<file path="config.mk">
export PLATFORM = sky130hd
export DESIGN_NAME = vga_player_top
export DESIGN_NICKNAME = d
export VERILOG_FILES = /design/src/verilog/flash_row_pkg.sv /design/src/verilog/vga_timing_pkg.sv /design/src/verilog/audio_pwm.sv /design/src/verilog/pixel_painter.sv /design/src/verilog/quad_flash_reader.sv /design/src/verilog/row_scheduler.sv /design/src/verilog/vga_player_top.sv /design/src/verilog/vga_sync_gen.sv
export SDC_FILE = /design/constraint.sdc
export NUM_CORES = 1
export LEC_CHECK = 0
export BUFFER_PORTS_ARGS = -buffer_cell sky130_fd_sc_hd__clkbuf_2
export CAP_MARGIN = 10
export CORE_ASPECT_RATIO = 1.5
export CORE_MARGIN = 3
export CORE_UTILIZATION = 60
export DETAILED_ROUTE_END_ITERATION = 10
export HOLD_SLACK_MARGIN = 0.03
export PLACE_DENSITY_LB_ADDON = 0.05
export SYNTH_ARGS = -nofsm -noshare
export SYNTH_HDL_FRONTEND = slang
export SYNTH_SLANG_ARGS = --single-unit
</file>
<file path="constraint.sdc">
create_clock -name px_clk -period 13.9 [get_ports px_clk]
set_input_delay 2.78 -clock px_clk [delete_from_list [all_inputs] [get_ports px_clk]]
set_output_delay 2.78 -clock px_clk [all_outputs]
set_load 0.02 [all_outputs]
</file>
<file path="src/verilog/flash_row_pkg.sv">
package flash_row_pkg;

    // fast read quad output, data comes back on io[3:0]
    localparam logic [7:0] read_cmd = 8'h6B;

    // transaction phase lengths in px_clk cycles
    localparam int cmd_bits     = 8;
    localparam int addr_bits    = 24;
    localparam int dummy_cycles = 8;
    localparam int read_nibbles = 32;  // 16 bytes per row

    localparam int bytes_per_row   = 16;
    localparam int bytes_per_frame = 1040;  // 65 rows

    typedef logic [23:0]  flash_addr_t;  // byte address
    typedef logic [15:0]  frame_t;
    typedef logic [6:0]   band_t;
    typedef logic [15:0]  sample_t;
    typedef logic [79:0]  pixel_row_t;   // one bit per 8-pixel block, msb is leftmost

    // decoded view of one flash row, msb first as it leaves the flash
    typedef struct packed {
        sample_t    sample0;  // drives the pwm
        sample_t    sample1;
        sample_t    sample2;
        pixel_row_t pixels;
    } row_fields_t;

    // reader fills raw nibbles, display side reads fields
    typedef union packed {
        logic [127:0] raw;
        row_fields_t  fields;
    } row_word_t;

endpackage

</file>
<file path="src/verilog/vga_timing_pkg.sv">
package vga_timing_pkg;

    // 640x480 at 72 Hz, one pixel per px_clk
    localparam int h_active     = 640;
    localparam int h_sync_start = 664;  // after front porch
    localparam int h_sync_end   = 704;  // 40 pixel sync pulse
    localparam int h_total      = 832;

    localparam int v_active     = 480;
    localparam int v_sync_start = 489;
    localparam int v_sync_end   = 492;  // 3 line sync pulse
    localparam int v_total      = 520;

    // picture grid
    localparam int lines_per_band = 8;   // one flash row per band
    localparam int band_count     = 65;  // 520 lines / 8
    localparam int px_per_block   = 8;

    typedef logic [9:0] hcount_t;
    typedef logic [9:0] vcount_t;
    typedef logic [6:0] block_t;   // 8-pixel block index along a line
    typedef logic [2:0] color3_t;  // r, g, b select bits
    typedef logic [5:0] rgb6_t;    // rrggbb to the dac

endpackage
</file>
<file path="src/verilog/audio_pwm.sv">
`timescale 1ns/1ps

module audio_pwm import vga_timing_pkg::*, flash_row_pkg::*; (
    input  logic      px_clk,
    input  logic      rst_n,
    input  hcount_t   hcount,
    input  vcount_t   vcount,
    input  row_word_t display_row,
    input  logic      band_load,  // new row just went on display
    output logic      audio_p,
    output logic      audio_n
);

    logic [7:0] pwm_cnt;    // free running, 256 cycle period
    logic [7:0] threshold;  // duty in counts
    logic       mid_band;   // line 4 of a band
    sample_t    sample0;

    assign sample0  = display_row.fields.sample0;
    assign mid_band = (hcount == '0) && ((vcount % lines_per_band) == (lines_per_band / 2));

    always_ff @(posedge px_clk or negedge rst_n) begin
        if (!rst_n) begin
            pwm_cnt   <= '0;
            threshold <= '0;
            audio_p   <= 1'b0;
        end else begin
            pwm_cnt <= pwm_cnt + 1'b1;
            if (band_load) begin
                threshold <= sample0[15:8];  // upper byte for the first half band
            end else if (mid_band) begin
                threshold <= sample0[7:0];
            end
            audio_p <= (pwm_cnt < threshold);
        end
    end

    assign audio_n = ~audio_p;  // differential pair

endmodule

</file>
<file path="src/verilog/pixel_painter.sv">
`timescale 1ns/1ps

module pixel_painter import vga_timing_pkg::*, flash_row_pkg::*; (
    input  logic      px_clk,
    input  logic      rst_n,
    input  hcount_t   hcount,
    input  logic      active,
    input  logic      hsync_raw,
    input  logic      vsync_raw,
    input  row_word_t display_row,
    input  color3_t   color_on,
    input  color3_t   color_off,
    output rgb6_t     rgb,
    output logic      hsync,
    output logic      vsync
);

    block_t block;  // 8-pixel block under the beam
    logic   lit;

    // each select bit fills a 2-bit channel
    function automatic rgb6_t expand(input color3_t c);
        return {c[2], c[2], c[1], c[1], c[0], c[0]};
    endfunction

    assign block = block_t'(hcount / px_per_block);
    // leftmost block is the pixel msb, blanking never looks at the bit
    assign lit   = active && display_row.fields.pixels[($bits(pixel_row_t) - 1) - block];

    // one stage, keeps colour and syncs aligned
    always_ff @(posedge px_clk or negedge rst_n) begin
        if (!rst_n) begin
            rgb   <= '0;
            hsync <= 1'b1;
            vsync <= 1'b1;
        end else begin
            rgb   <= lit ? expand(color_on) : expand(color_off);
            hsync <= hsync_raw;
            vsync <= vsync_raw;
        end
    end

endmodule

</file>
<file path="src/verilog/quad_flash_reader.sv">
`timescale 1ns/1ps

module quad_flash_reader import flash_row_pkg::*; (
    input  logic        px_clk,
    input  logic        rst_n,
    input  logic        fetch_start,  // one-cycle request, only while idle
    input  flash_addr_t fetch_addr,   // stable until fetch_done
    output row_word_t   fetch_row,
    output logic        fetch_done,
    output logic        spi_sel_n,
    output logic        spi_clk,
    output logic [3:0]  spi_io_out,
    output logic [3:0]  spi_io_oe,
    input  logic [3:0]  spi_io_in
);

    typedef enum logic [2:0] {
        st_idle,
        st_select,  // chip select only
        st_oe,      // io0 driven, clock still off
        st_cmd,
        st_addr,
        st_dummy,
        st_read,
        st_done     // row valid, select drops next
    } phase_t;

    phase_t                        phase;
    logic [5:0]                    bit_cnt;   // position inside the current phase
    logic [cmd_bits+addr_bits-1:0] tx_shift;  // opcode then address, msb goes out first
    logic [3:0]                    io_in_q;   // flash nibble, one cycle late
    logic                          sel_on;
    logic                          clk_en;
    logic                          oe_q;

    assign spi_sel_n  = ~sel_on;
    // flash samples io0 on the rising spi_clk, mid px_clk cycle
    assign spi_clk    = ~px_clk & clk_en;
    assign spi_io_out = {3'b000, tx_shift[cmd_bits+addr_bits-1]};  // serial out on io0 only
    assign spi_io_oe  = {3'b000, oe_q};

    // receive path, nibble k lands one cycle after the flash drives it
    always_ff @(posedge px_clk) begin
        io_in_q <= spi_io_in;
        if ((phase == st_read) && (bit_cnt != '0)) begin
            fetch_row.raw <= {fetch_row.raw[$bits(row_word_t)-5:0], io_in_q};  // msb nibble first
        end
    end

    always_ff @(posedge px_clk or negedge rst_n) begin
        if (!rst_n) begin
            phase      <= st_idle;
            bit_cnt    <= '0;
            tx_shift   <= '0;
            sel_on     <= 1'b0;
            clk_en     <= 1'b0;
            oe_q       <= 1'b0;
            fetch_done <= 1'b0;
        end else begin
            fetch_done <= 1'b0;  // pulse
            case (phase)
                st_idle: begin
                    if (fetch_start) begin
                        phase  <= st_select;
                        sel_on <= 1'b1;
                    end
                end
                st_select: begin
                    phase    <= st_oe;
                    oe_q     <= 1'b1;
                    tx_shift <= {read_cmd, fetch_addr};
                end
                st_oe: begin
                    phase   <= st_cmd;
                    clk_en  <= 1'b1;  // clock and first opcode bit together
                    bit_cnt <= '0;
                end
                st_cmd: begin
                    tx_shift <= {tx_shift[cmd_bits+addr_bits-2:0], 1'b0};
                    if (bit_cnt == 6'(cmd_bits - 1)) begin
                        phase   <= st_addr;
                        bit_cnt <= '0;
                    end else begin
                        bit_cnt <= bit_cnt + 1'b1;
                    end
                end
                st_addr: begin
                    tx_shift <= {tx_shift[cmd_bits+addr_bits-2:0], 1'b0};
                    if (bit_cnt == 6'(addr_bits - 1)) begin
                        phase   <= st_dummy;
                        bit_cnt <= '0;
                        oe_q    <= 1'b0;  // release io0 before the turnaround
                    end else begin
                        bit_cnt <= bit_cnt + 1'b1;
                    end
                end
                st_dummy: begin
                    if (bit_cnt == 6'(dummy_cycles - 1)) begin
                        phase   <= st_read;
                        bit_cnt <= '0;
                    end else begin
                        bit_cnt <= bit_cnt + 1'b1;
                    end
                end
                st_read: begin
                    // read cycle 0 only fills io_in_q
                    if (bit_cnt == 6'(read_nibbles)) begin
                        phase      <= st_done;
                        fetch_done <= 1'b1;
                    end else begin
                        bit_cnt <= bit_cnt + 1'b1;
                    end
                end
                st_done: begin
                    phase  <= st_idle;
                    sel_on <= 1'b0;
                    clk_en <= 1'b0;
                end
                default: phase <= st_idle;
            endcase
        end
    end

endmodule

</file>
<file path="src/verilog/row_scheduler.sv">
`timescale 1ns/1ps

module row_scheduler import vga_timing_pkg::*, flash_row_pkg::*; (
    input  logic        px_clk,
    input  logic        rst_n,
    input  hcount_t     hcount,
    input  vcount_t     vcount,
    input  row_word_t   fetch_row,
    input  logic        fetch_done,
    output logic        fetch_start,
    output flash_addr_t fetch_addr,
    output row_word_t   display_row,
    output logic        band_load,
    output logic        run
);

    row_word_t cache_row;   // next band, waits for the band boundary
    band_t     next_band;   // band of the next fetch
    frame_t    next_frame;  // wraps freely
    logic      boot;        // first fetch not issued yet
    logic      skip_swap;   // band 0 is already shown on the very first line 0
    logic      band_tick;
    logic      first_done;
    logic      swap;
    logic      issue;

    assign band_tick  = run && (hcount == '0) && ((vcount % lines_per_band) == 0);
    assign first_done = fetch_done && !run;  // row for band 0 of frame 0
    assign swap       = band_tick && !skip_swap;
    assign issue      = boot || first_done || swap;

    always_ff @(posedge px_clk or negedge rst_n) begin
        if (!rst_n) begin
            boot        <= 1'b1;
            skip_swap   <= 1'b1;
            run         <= 1'b0;
            band_load   <= 1'b0;
            fetch_start <= 1'b0;
            fetch_addr  <= '0;
            next_band   <= '0;
            next_frame  <= '0;
        end else begin
            boot        <= 1'b0;
            fetch_start <= issue;           // reader is idle by then
            band_load   <= first_done || swap;
            if (first_done) begin
                run <= 1'b1;                // stays high
            end
            if (band_tick) begin
                skip_swap <= 1'b0;
            end
            if (issue) begin
                // frame * 1040 + band * 16, top bits dropped
                fetch_addr <= flash_addr_t'(next_frame * bytes_per_frame
                                            + next_band * bytes_per_row);
                if (next_band == band_t'(band_count - 1)) begin
                    next_band  <= '0;
                    next_frame <= next_frame + 1'b1;
                end else begin
                    next_band <= next_band + 1'b1;
                end
            end
        end
    end

    // row double buffer
    always_ff @(posedge px_clk) begin
        if (first_done) begin
            display_row <= fetch_row;
        end else if (swap) begin
            display_row <= cache_row;
        end
        if (fetch_done && run) begin
            cache_row <= fetch_row;
        end
    end

endmodule

</file>
<file path="src/verilog/vga_player_top.sv">
`timescale 1ns/1ps

module vga_player_top import vga_timing_pkg::*, flash_row_pkg::*; (
    input  logic       px_clk,
    input  logic       rst_n,
    input  color3_t    color_on,
    input  color3_t    color_off,
    input  logic [3:0] spi_io_in,
    output rgb6_t      rgb,
    output logic       hsync,
    output logic       vsync,
    output logic       spi_sel_n,
    output logic       spi_clk,
    output logic       audio_p,
    output logic       audio_n,
    output logic [3:0] spi_io_out,
    output logic [3:0] spi_io_oe
);

    hcount_t     hcount;
    vcount_t     vcount;
    logic        hsync_raw;   // combinational decode, painter registers it
    logic        vsync_raw;
    logic        active;
    logic        run;
    logic        fetch_start;
    logic        fetch_done;
    flash_addr_t fetch_addr;
    row_word_t   fetch_row;
    row_word_t   display_row;
    logic        band_load;

    vga_sync_gen vga_sync_gen_i (
        .px_clk (px_clk),
        .rst_n  (rst_n),
        .run    (run),
        .hcount (hcount),
        .vcount (vcount),
        .hsync  (hsync_raw),
        .vsync  (vsync_raw),
        .active (active)
    );

    quad_flash_reader quad_flash_reader_i (
        .px_clk      (px_clk),
        .rst_n       (rst_n),
        .fetch_start (fetch_start),
        .fetch_addr  (fetch_addr),
        .fetch_row   (fetch_row),
        .fetch_done  (fetch_done),
        .spi_sel_n   (spi_sel_n),
        .spi_clk     (spi_clk),
        .spi_io_out  (spi_io_out),
        .spi_io_oe   (spi_io_oe),
        .spi_io_in   (spi_io_in)
    );

    row_scheduler row_scheduler_i (
        .px_clk      (px_clk),
        .rst_n       (rst_n),
        .hcount      (hcount),
        .vcount      (vcount),
        .fetch_row   (fetch_row),
        .fetch_done  (fetch_done),
        .fetch_start (fetch_start),
        .fetch_addr  (fetch_addr),
        .display_row (display_row),
        .band_load   (band_load),
        .run         (run)
    );

    pixel_painter pixel_painter_i (
        .px_clk      (px_clk),
        .rst_n       (rst_n),
        .hcount      (hcount),
        .active      (active),
        .hsync_raw   (hsync_raw),
        .vsync_raw   (vsync_raw),
        .display_row (display_row),
        .color_on    (color_on),
        .color_off   (color_off),
        .rgb         (rgb),
        .hsync       (hsync),
        .vsync       (vsync)
    );

    audio_pwm audio_pwm_i (
        .px_clk      (px_clk),
        .rst_n       (rst_n),
        .hcount      (hcount),
        .vcount      (vcount),
        .display_row (display_row),
        .band_load   (band_load),
        .audio_p     (audio_p),
        .audio_n     (audio_n)
    );

endmodule

</file>
<file path="src/verilog/vga_sync_gen.sv">
`timescale 1ns/1ps

module vga_sync_gen import vga_timing_pkg::*; (
    input  logic    px_clk,
    input  logic    rst_n,
    input  logic    run,      // high once the first row is on display
    output hcount_t hcount,
    output vcount_t vcount,
    output logic    hsync,
    output logic    vsync,
    output logic    active
);

    logic h_last;  // last pixel of a line
    logic v_last;  // last line of a frame
    logic h_pulse;
    logic v_pulse;

    assign h_last = (hcount == hcount_t'(h_total - 1));
    assign v_last = (vcount == vcount_t'(v_total - 1));

    // line and frame counters
    always_ff @(posedge px_clk or negedge rst_n) begin
        if (!rst_n) begin
            hcount <= '0;
            vcount <= '0;
        end else if (!run) begin
            hcount <= '0;  // parked at the top left corner
            vcount <= '0;
        end else if (h_last) begin
            hcount <= '0;
            if (v_last) begin
                vcount <= '0;
            end else begin
                vcount <= vcount + 1'b1;
            end
        end else begin
            hcount <= hcount + 1'b1;
        end
    end

    // sync windows, pulses are active low
    assign h_pulse = (hcount >= h_sync_start) && (hcount < h_sync_end);
    assign v_pulse = (vcount >= v_sync_start) && (vcount < v_sync_end);
    assign hsync   = ~h_pulse;
    assign vsync   = ~v_pulse;

    // visible area
    assign active = (hcount < h_active) && (vcount < v_active);

endmodule

</file>
==> results of run 1 <==
## state kept, by name (all words and copies together), names as in the netlist, 8 cells and up
register,count
quad_flash_reader_i.fetch_row,128
row_scheduler_i.next_frame,16
audio_pwm_i.threshold,8
row_scheduler_i.cache_row,96
row_scheduler_i.fetch_addr,20
vga_sync_gen_i.hcount,10
audio_pwm_i.pwm_cnt,8
row_scheduler_i.display_row,96
quad_flash_reader_i.tx_shift,28
vga_sync_gen_i.vcount,10
## placed cells by master, fill, tap and decap left out, drive strengths merged, types with 18 or more instances in the layout
master  count
edfxtp    320
dfrtp     127
nand2     111
mux2      104
clkbuf     88
nor2       75
ha         54
o21ai      45
inv        43
nand3      35
a21oi      33
a31oi      32
xnor2      30
xor2       20
mux4       18
## stage by stage
stage / utilization / setup WS [ns] / hold WS [ns]
final: 0.673 / 3.65 / 0.402
after global routing: 0.673 / 3.60 / 0.416
after CTS: 0.673 / 3.64 / 0.405
after detailed placement: 0.628 / 3.94 / 0.391
after global placement: 0.628 / 3.94 / 0.386
after floorplan: - / 3.89 / 0.386
## final timing paths
path                            slack [ns]                      startpoint                          endpoint
worst min-delay path                  0.40  quad_flash_reader_i.io_in_q[2]  quad_flash_reader_i.fetch_row[2]
worst min register to register        0.40  quad_flash_reader_i.io_in_q[2]  quad_flash_reader_i.fetch_row[2]
min in group asynchronous             2.14                           rst_n          audio_pwm_i.threshold[2]
max in group asynchronous            10.28                           rst_n    row_scheduler_i.next_frame[10]
worst max-delay path                  3.65                          px_clk                           spi_clk
worst max register to register       10.11             row_scheduler_i.run   row_scheduler_i.display_row[28]
## power by group
part           total [mW]  switching, mW  internal (mW)  leakage, nW
combinational       0.320          0.206          0.114         2.46
sequential           1.61         0.0621           1.55         4.59
clock                1.17          0.491          0.674        0.694
## worst max-delay path, delay by kind of cell
kind / cells / cell delay [ns]
buffers and inverters: 3 / 0.42
and+or+nand+nor: 1 / 0.09
## final cells by class
class / instances / area [µm²] / area share
Sequential cell: 455 / 13000 / 0.618
Multi-Input combinational cell: 761 / 5760 / 0.274
Clock buffer: 65 / 1270 / 0.0605
Tap cell: 405 / 507 / 0.0241
Timing Repair Buffer: 34 / 198 / 0.00941
Inverter: 42 / 158 / 0.00750
Clock inverter: 16 / 140 / 0.00667
## per-layer routing
layer | track usage | wire length [µm] | vias up
li1 | - | - | 4907
met1 | 0.250 | 13900 | 5131
met2 | 0.346 | 16800 | 187
met3 | 0.0354 | 1190 | 69
met4 | 0.0702 | 907 | 0
met5 | 0 | 0 | -
## cell families after synthesis
group / Yosys count / synth area share
other: 1 / 0.000196
buffers and inverters: 105 / 0.0245
flip-flops: 455 / 0.678
AO/OA/AOI/OAI: 184 / 0.0629
AND/OR/NAND/NOR: 325 / 0.0818
multiplexers: 139 / 0.0925
adder cells (fa/ha/maj): 56 / 0.0374
XOR/XNOR: 50 / 0.0229
==> flow_summary.toml, run 1 <==
[finish]
drive_above_1_share = 0.174
stdcell_count = 1778
syn_to_final_growth_pct = 9.78
nets = 1409
fillCellCount = 2228
antenna_cells = 0
design_area_um2 = 21000

[detailed_routing]
drt_iter0_drc = 609
routed_wl_um = 32800
drtPass1Iterations = 5
vias = 10294
viasPerCell = 5.79
route.detailed.drc = 0
ant_nets = 0
routedWlPerCell_um = 18.5

[yosys]
synth_top_cells_by_count = "edfxtp_1 (320), dfrtp_1 (127), nand2_1 (111), mux2_2 (101), nor2_1 (75)"
yosysTopAreaCellShare = 0.502
synth_most_common_cell = "edfxtp_1"
synth_edf_count = 320
yosys_most_used_dff = "edfxtp_1"
synth_cells = 1315
synth_area_leaders = "edfxtp_1 (50%), dfrtp_1 (17%), mux2_2 (5.9%)"
yosysSeqAreaShare = 0.678
async_flop_share = 0.288
ys_warn_count = 0
ys_ff_latch = 455
syn-mean-instance-area_um2 = 14.6
synth.largest_area_cell = "edfxtp_1"
synth_cell_types = 72
netlist_area_um2 = 19100

[setup_path]
crit_path_frequent_cell = "clkbuf_16"
worstSetupPathType = "clk -> out"
required_ns = 11.12
rr_worst_depth = 4
cp_cell_sequence = "clkbuf_16 > clkbuf_16 > nor2_1 > clkbuf_2"
end_kind = "output port"
cp_max_fo = 2
arrival_ns = 7.47
critPathMaxStageDelay_ns = 0.17
cp_slowest_cell = "clkbuf_2"
startpoint_type = "clock port"

[power]
p_total_mw = 3.09
ir_drop_uv = 124
p_leak_nw = 7.75
p_per_area_nw_per_um2 = 147

[clock_network]
cts_setup_buffers = 0
cts_hold_buffers = 0
cts-resized-gates = 0
cts_tree = "yes"
clk_pin_slew_ns = 0.06
clk_latency_ns = 0.65

[place]
io_buffers = 25
place_congestion = 0.806
place_hpwl_um = 19900
dpl_cell_area_um2 = 19600
place_inst = 1698

[global_routing]
grt_max_degree = 82
grt_pass1_vias = 10657
antenna_found_initial = 2
overflow = 0
track_usage = 0.198
grt_pass1_wl_um = 54800

[sta]
worstMarginPinSlew_ns = 1.11
skew_ns = 0.0171
rsz0062_at_grt = "false"
slew-limit-headroom = 0.262
setup-violations-final = 0
final_hold_viol_count = 0
slew_viol_final = 0
fin_tns_setup_ns = 0

[job]
cap_violations = 0

[status]
status = "finished, final reports clean"

[floorplan]
rows = 79
fp.coreArea_um2 = 31200
die_w_um = 152
io_pins = 32
dieArea_um2 = 34100
initial_utilization = 0.613
dieHeight_um = 225

[hold_path]
hold_path_class = "reg -> reg"
whs_path_depth = 0
Power figures use the tool's default switching activity.
==> inputs of run 2 (changes only) <==
Settings changed: ABC_AREA from default to 1.
Clock period 13.9 ns to 9.7 ns, I/O delays scaled along.
==> run 2 against run 1 <==
Area after synthesis is 1.7% higher. First-iteration DRC count is 16% higher. Critical path depth stayed put. Sequential power is 46% higher. Critical endpoint unchanged. Count of clock-buffer cells in the layout is 4 lower. Cell count is 16% higher. Sequential share of layout area is 1.1 points lower. Combinational power is 38% higher. Critical path type unchanged. Global-route usage is 0.88 points higher. Largest cell class unchanged. Die area is 1.6% higher. Register-to-register slack worse by 3.8 ns. Non-clock buffer count stayed put.
==> flow_summary.toml, run 2 <==
[status]
status = "finished, final reports clean"

[power]
p_total_mw = 4.49
ir_drop_uv = 179
p_int_mw = 3.40
p_leak_nw = 8.46
seq_power_share = 0.523
p_comb_frac = 0.098
clock_power_share = 0.378
p_switching_mw = 1.09
p_per_area_nw_per_um2 = 210
swShare = 0.242

[sta]
worstMarginPinSlew_ns = 0.929
slew-limit-headroom = 0.381
fin_tns_setup_ns = 0
rsz0062_at_grt = "false"
final_hold_viol_count = 0
fin_ws_ns = 2.39
setup-violations-final = 0
skew_ns = 0.0167
slew_viol_final = 0
hold_slack_ns = 0.407

[finish]
drive_above_1_share = 0.137
regMostFlops = "quad_flash_reader_i.fetch_row"
stdcell_count = 2067
antenna_cells = 0
reg_top3 = "quad_flash_reader_i.fetch_row (128), row_scheduler_i.cache_row (96), row_scheduler_i.display_row (96)"
final_util = 0.669
syn_to_final_growth_pct = 9.85
nets = 1697
layout_commonest_cell = "edfxtp_1"
design_area_um2 = 21400
largest_register_ffs = 128
final_cell_mix = "edfxtp_1 (320), nand2_1 (277), inv_1 (166)"
fillCellCount = 2381

[yosys]
ys_ff_latch = 455
yosysTopAreaCellShare = 0.494
synth_top_family_by_area = "simple AND/OR/NAND/NOR gates"
synth_most_common_cell = "edfxtp_1"
synth_area_leaders = "edfxtp_1 (49%), dfrtp_1 (16%), mux2_2 (5.6%)"
synthMuxAreaShare = 0.0566
synth_cells = 1593
synth_cell_types = 60
synth_top_cells_by_count = "edfxtp_1 (320), nand2_1 (279), inv_1 (168), dfrtp_1 (127), nor2_1 (118)"
synth_compound_area_frac = 0.0534
synth_fa_ha_area_frac = 0.0368
async_flop_share = 0.288
yosysSeqAreaShare = 0.667
synth-simple-area-share = 0.118
netlist_area_um2 = 19500
synth_edf_count = 320
yosys_most_used_dff = "edfxtp_1"
synth_xor_xnor_area_share = 0.0197
synth.largest_area_cell = "edfxtp_1"
syn-mean-instance-area_um2 = 12.2
ys_warn_count = 0

[setup_path]
worstSetupPathType = "clk -> out"
startpoint_type = "clock port"
critPathMaxStageDelay_ns = 0.18
critical_path_buf_inv_count = 3
end_kind = "output port"
crit_path_frequent_cell = "clkbuf_16"
cp_top_family = "buffers and inverters"
cp_cell_sequence = "clkbuf_16 > clkbuf_16 > nor2_1 > clkbuf_2"
required_ns = 7.76
arrival_ns = 5.37
cp_max_fo = 2
cp_slowest_cell = "clkbuf_2"

[floorplan]
dieArea_um2 = 34700
fp.coreArea_um2 = 31900
rows = 80
initial_utilization = 0.609
dieHeight_um = 227
io_pins = 32
die_w_um = 153

[clock_network]
clk_latency_ns = 0.65
cts_hold_buffers = 0
clk_pin_slew_ns = 0.06
cts_setup_buffers = 0
cts_tree = "yes"
cts-resized-gates = 0

[global_routing]
overflow = 0
grt_pass1_vias = 11629
grt_max_degree = 76
antenna_found_initial = 0
track_usage = 0.206
grt_pass1_wl_um = 57700

[place]
place_inst = 1992
pre_cts_ws_ns = 2.67
place_congestion = 0.794
io_buffers = 25
place_hpwl_um = 22700
dpl_cell_area_um2 = 19900

[detailed_routing]
routedWlPerCell_um = 16.8
vias = 11307
route.detailed.drc = 0
drtPass1Iterations = 5
routed_wl_um = 34800
ant_nets = 0
viasPerCell = 5.47
drt_iter0_drc = 707

[hold_path]
hold_path_class = "reg -> reg"

[job]
cap_violations = 0
==> run 2: changes by cell type after synthesis, sizes merged, moves of 16 or more <==
| cell | change |
|---|---|
| nand3 | +52 |
| nor2 | +46 |
| nand2 | +171 |
| o221ai | +16 |
| a21oi | +19 |
| clkbuf | -22 |
| xnor2 | -17 |
| inv | +129 |
| o21ai | +18 |
| mux4 | -18 |
| a31oi | -29 |
==> run 2: cell families (layout without fill, tap and decap cells) <==
| family | Yosys count | in the layout |
|---|---|---|
| and+or+nand+nor | 541 | 541 |
| DFF | 455 | 455 |
| buffers and inverters | 225 | 283 |
| AOI/OAI and AO/OA | 174 | 174 |
| muxes | 98 | 98 |
| adders and majority gates | 56 | 56 |
| xor gates and xnor gates | 43 | 43 |
| other | 1 | 7 |
==> run 2: power by group through the flow <==
stage	registers, mW	clock network, mW	logic [mW]
after floorplan	2.36	0.00323	0.339
after global placement	2.38	0.00473	0.427
after detailed placement	2.39	0.00473	0.443
after CTS	2.35	1.74	0.448
after global routing	2.37	1.81	0.510
final	2.35	1.70	0.442
==> run 2: routing by layer <==
metal  wire [µm]  global-route usage
met5           0                   0
met4        1340              0.0880
met3        1220              0.0363
met2       18500               0.381
met1       13800               0.236
==> run 2: cell type report <==
| cell class | instances | area (µm²) | share of cell area |
|---|---|---|---|
| flip-flops and latches | 455 | 13000 | 0.607 |
| inverters | 173 | 658 | 0.0308 |
| multi-input cells | 919 | 5590 | 0.261 |
| repair buffers | 34 | 201 | 0.00942 |
| clock buffers | 61 | 1260 | 0.0588 |
| well taps | 410 | 513 | 0.0240 |
| clock inverters | 15 | 188 | 0.00878 |
==> run 2: worst reg2reg max path, stage by stage (launching register included) <==
cell     delay [ns]
dfrtp_1        0.36
buf_4          0.27
inv_1          0.12
buf_4          0.34
nand3_1        0.15
nor3_2         0.20
nand2_1        0.09
or2_4          0.27
nand2_4        0.49
buf_4          0.68
==> run 2: path summary, 6_finish.rpt <==
check / endpoint / from / depth (start not counted) / slack, ns
worst max-delay path: spi_clk / px_clk / 4 / 2.39
max in group asynchronous: quad_flash_reader_i.bit_cnt[2] / rst_n / 2 / 7.10
worst min-delay path: quad_flash_reader_i.fetch_row[1] / quad_flash_reader_i.io_in_q[1] / 0 / 0.41
worst max register to register: row_scheduler_i.display_row[69] / vga_sync_gen_i.hcount[3] / 9 / 6.32
worst min register to register: quad_flash_reader_i.fetch_row[1] / quad_flash_reader_i.io_in_q[1] / 0 / 0.41
min in group asynchronous: quad_flash_reader_i.tx_shift[19] / rst_n / 1 / 1.27
==> inputs of run 3 (changes only) <==
Clock period 9.7 ns to 6.75 ns, I/O delays scaled along.
==> run 3 against run 2 <==
Flip-flop and latch count unchanged. Largest power group unchanged. Non-clock buffer count down 1. First-iteration DRC count up 6.9%.
==> flow_summary.toml, run 3 (synthesis gave the netlist of run 2 again) <==
[hold_path]
whs_path_depth = 0
hold_path_class = "reg -> reg"

[finish]
nets = 1695
syn_to_final_growth_pct = 9.90
reg_top3 = "quad_flash_reader_i.fetch_row (128), row_scheduler_i.cache_row (96), row_scheduler_i.display_row (96)"
regMostFlops = "quad_flash_reader_i.fetch_row"
drive_above_1_share = 0.142
design_area_um2 = 21400
fillCellCount = 2365
layout_commonest_cell = "edfxtp_1"
largest_register_ffs = 128
antenna_cells = 0
final_cell_mix = "edfxtp_1 (320), nand2_1 (277), inv_1 (166)"

[clock_network]
cts_hold_buffers = 0
cts_tree = "yes"
cts_setup_buffers = 0
clk_latency_ns = 0.65
clk_pin_slew_ns = 0.06
cts-resized-gates = 0

[sta]
slew-limit-headroom = 0.191
fin_tns_setup_ns = 0
setup-violations-final = 0
fin_ws_ns = 1.51
worstMarginPinSlew_ns = 1.21
rsz0062_at_grt = "false"
skew_ns = 0.0126
slew_viol_final = 0
final_hold_viol_count = 0

[floorplan]
fp.coreArea_um2 = 31900
dieHeight_um = 227
rows = 80
die_w_um = 153
initial_utilization = 0.609
io_pins = 32
dieArea_um2 = 34700

[setup_path]
rr_worst_depth = 7
timing.rr.end = "row_scheduler_i.display_row[10]"
worstSetupPathType = "clk -> out"
crit_path_frequent_cell = "clkbuf_16"
ff2ff_setup_slack_ns = 3.63
cp_cell_sequence = "clkbuf_16 > clkbuf_16 > nor2_1 > clkbuf_2"
end_kind = "output port"
arrival_ns = 3.89
cp_max_fo = 2
crit_start = "px_clk"
critPathMaxStageDelay_ns = 0.18
required_ns = 5.40
crit_end = "spi_clk"
cp_slowest_cell = "clkbuf_2"
startpoint_type = "clock port"
rr_startpoint = "vga_sync_gen_i.hcount[4]"

[place]
place_hpwl_um = 22900
pre_cts_ws_ns = 1.79
io_buffers = 25
dpl_cell_area_um2 = 19900
place_congestion = 0.830

[global_routing]
overflow = 0
grt_max_degree = 82
grt_pass1_vias = 11146
grt_pass1_wl_um = 56300
track_usage = 0.204
antenna_found_initial = 0

[detailed_routing]
drt_iter0_drc = 756
drtPass1Iterations = 7
ant_nets = 0
vias = 11208
routed_wl_um = 34900
viasPerCell = 5.42
routedWlPerCell_um = 16.9
route.detailed.drc = 0

[power]
ir_drop_uv = 251
p_leak_nw = 8.47
p_per_area_nw_per_um2 = 302

[job]
cap_violations = 0

[status]
status = "finished, final reports clean"
-- run 3: final cells by class --
cell class,count,area (µm²),area share
clock buffer,51,1170,0.0547
multi-input combinational,919,5590,0.261
inverter,173,658,0.0308
timing repair buffer,33,194,0.00907
sequential,455,13000,0.607
clock inverter,28,293,0.0137
tap,410,513,0.0240
-- run 3: layer usage --
layer,track usage,share of wire
met5,0,0
met4,0.0768,0.032
met3,0.0332,0.031
met2,0.378,0.54
met1,0.237,0.40
-- run 3: worst min-delay path by stage --
stage / endpoint / start / slack, ns
after floorplan: quad_flash_reader_i.fetch_row[0] / quad_flash_reader_i.io_in_q[0] / 0.39
final: quad_flash_reader_i.fetch_row[1] / quad_flash_reader_i.io_in_q[1] / 0.41
after detailed placement: quad_flash_reader_i.fetch_row[1] / quad_flash_reader_i.io_in_q[1] / 0.39
after global placement: quad_flash_reader_i.fetch_row[1] / quad_flash_reader_i.io_in_q[1] / 0.39
after global routing: quad_flash_reader_i.fetch_row[1] / quad_flash_reader_i.io_in_q[1] / 0.41
after CTS: quad_flash_reader_i.fetch_row[1] / quad_flash_reader_i.io_in_q[1] / 0.41
-- run 3: critical path, delay by kind of cell --
| kind | cells | cell delay (ns) |
|---|---|---|
| buffers and inverters | 3 | 0.43 |
| and+or+nand+nor | 1 | 0.09 |
-- run 3: through the flow --
stage	utilization	hold WS, ns	cells	total power, mW
floorplan	-	0.386	1599	3.89
finish	0.670	0.405	2069	6.46
global placement	0.624	0.387	1991	4.05
detailed placement	0.624	0.394	1991	4.08
global route	0.670	0.409	2069	6.73
CTS	0.670	0.409	2069	6.54
-- run 3: where the power goes --
part,total (mW),internal [mW],switching [mW]
clock network,2.46,1.44,1.02
logic,0.633,0.183,0.450
registers,3.37,3.25,0.120
total,6.46,4.87,1.59
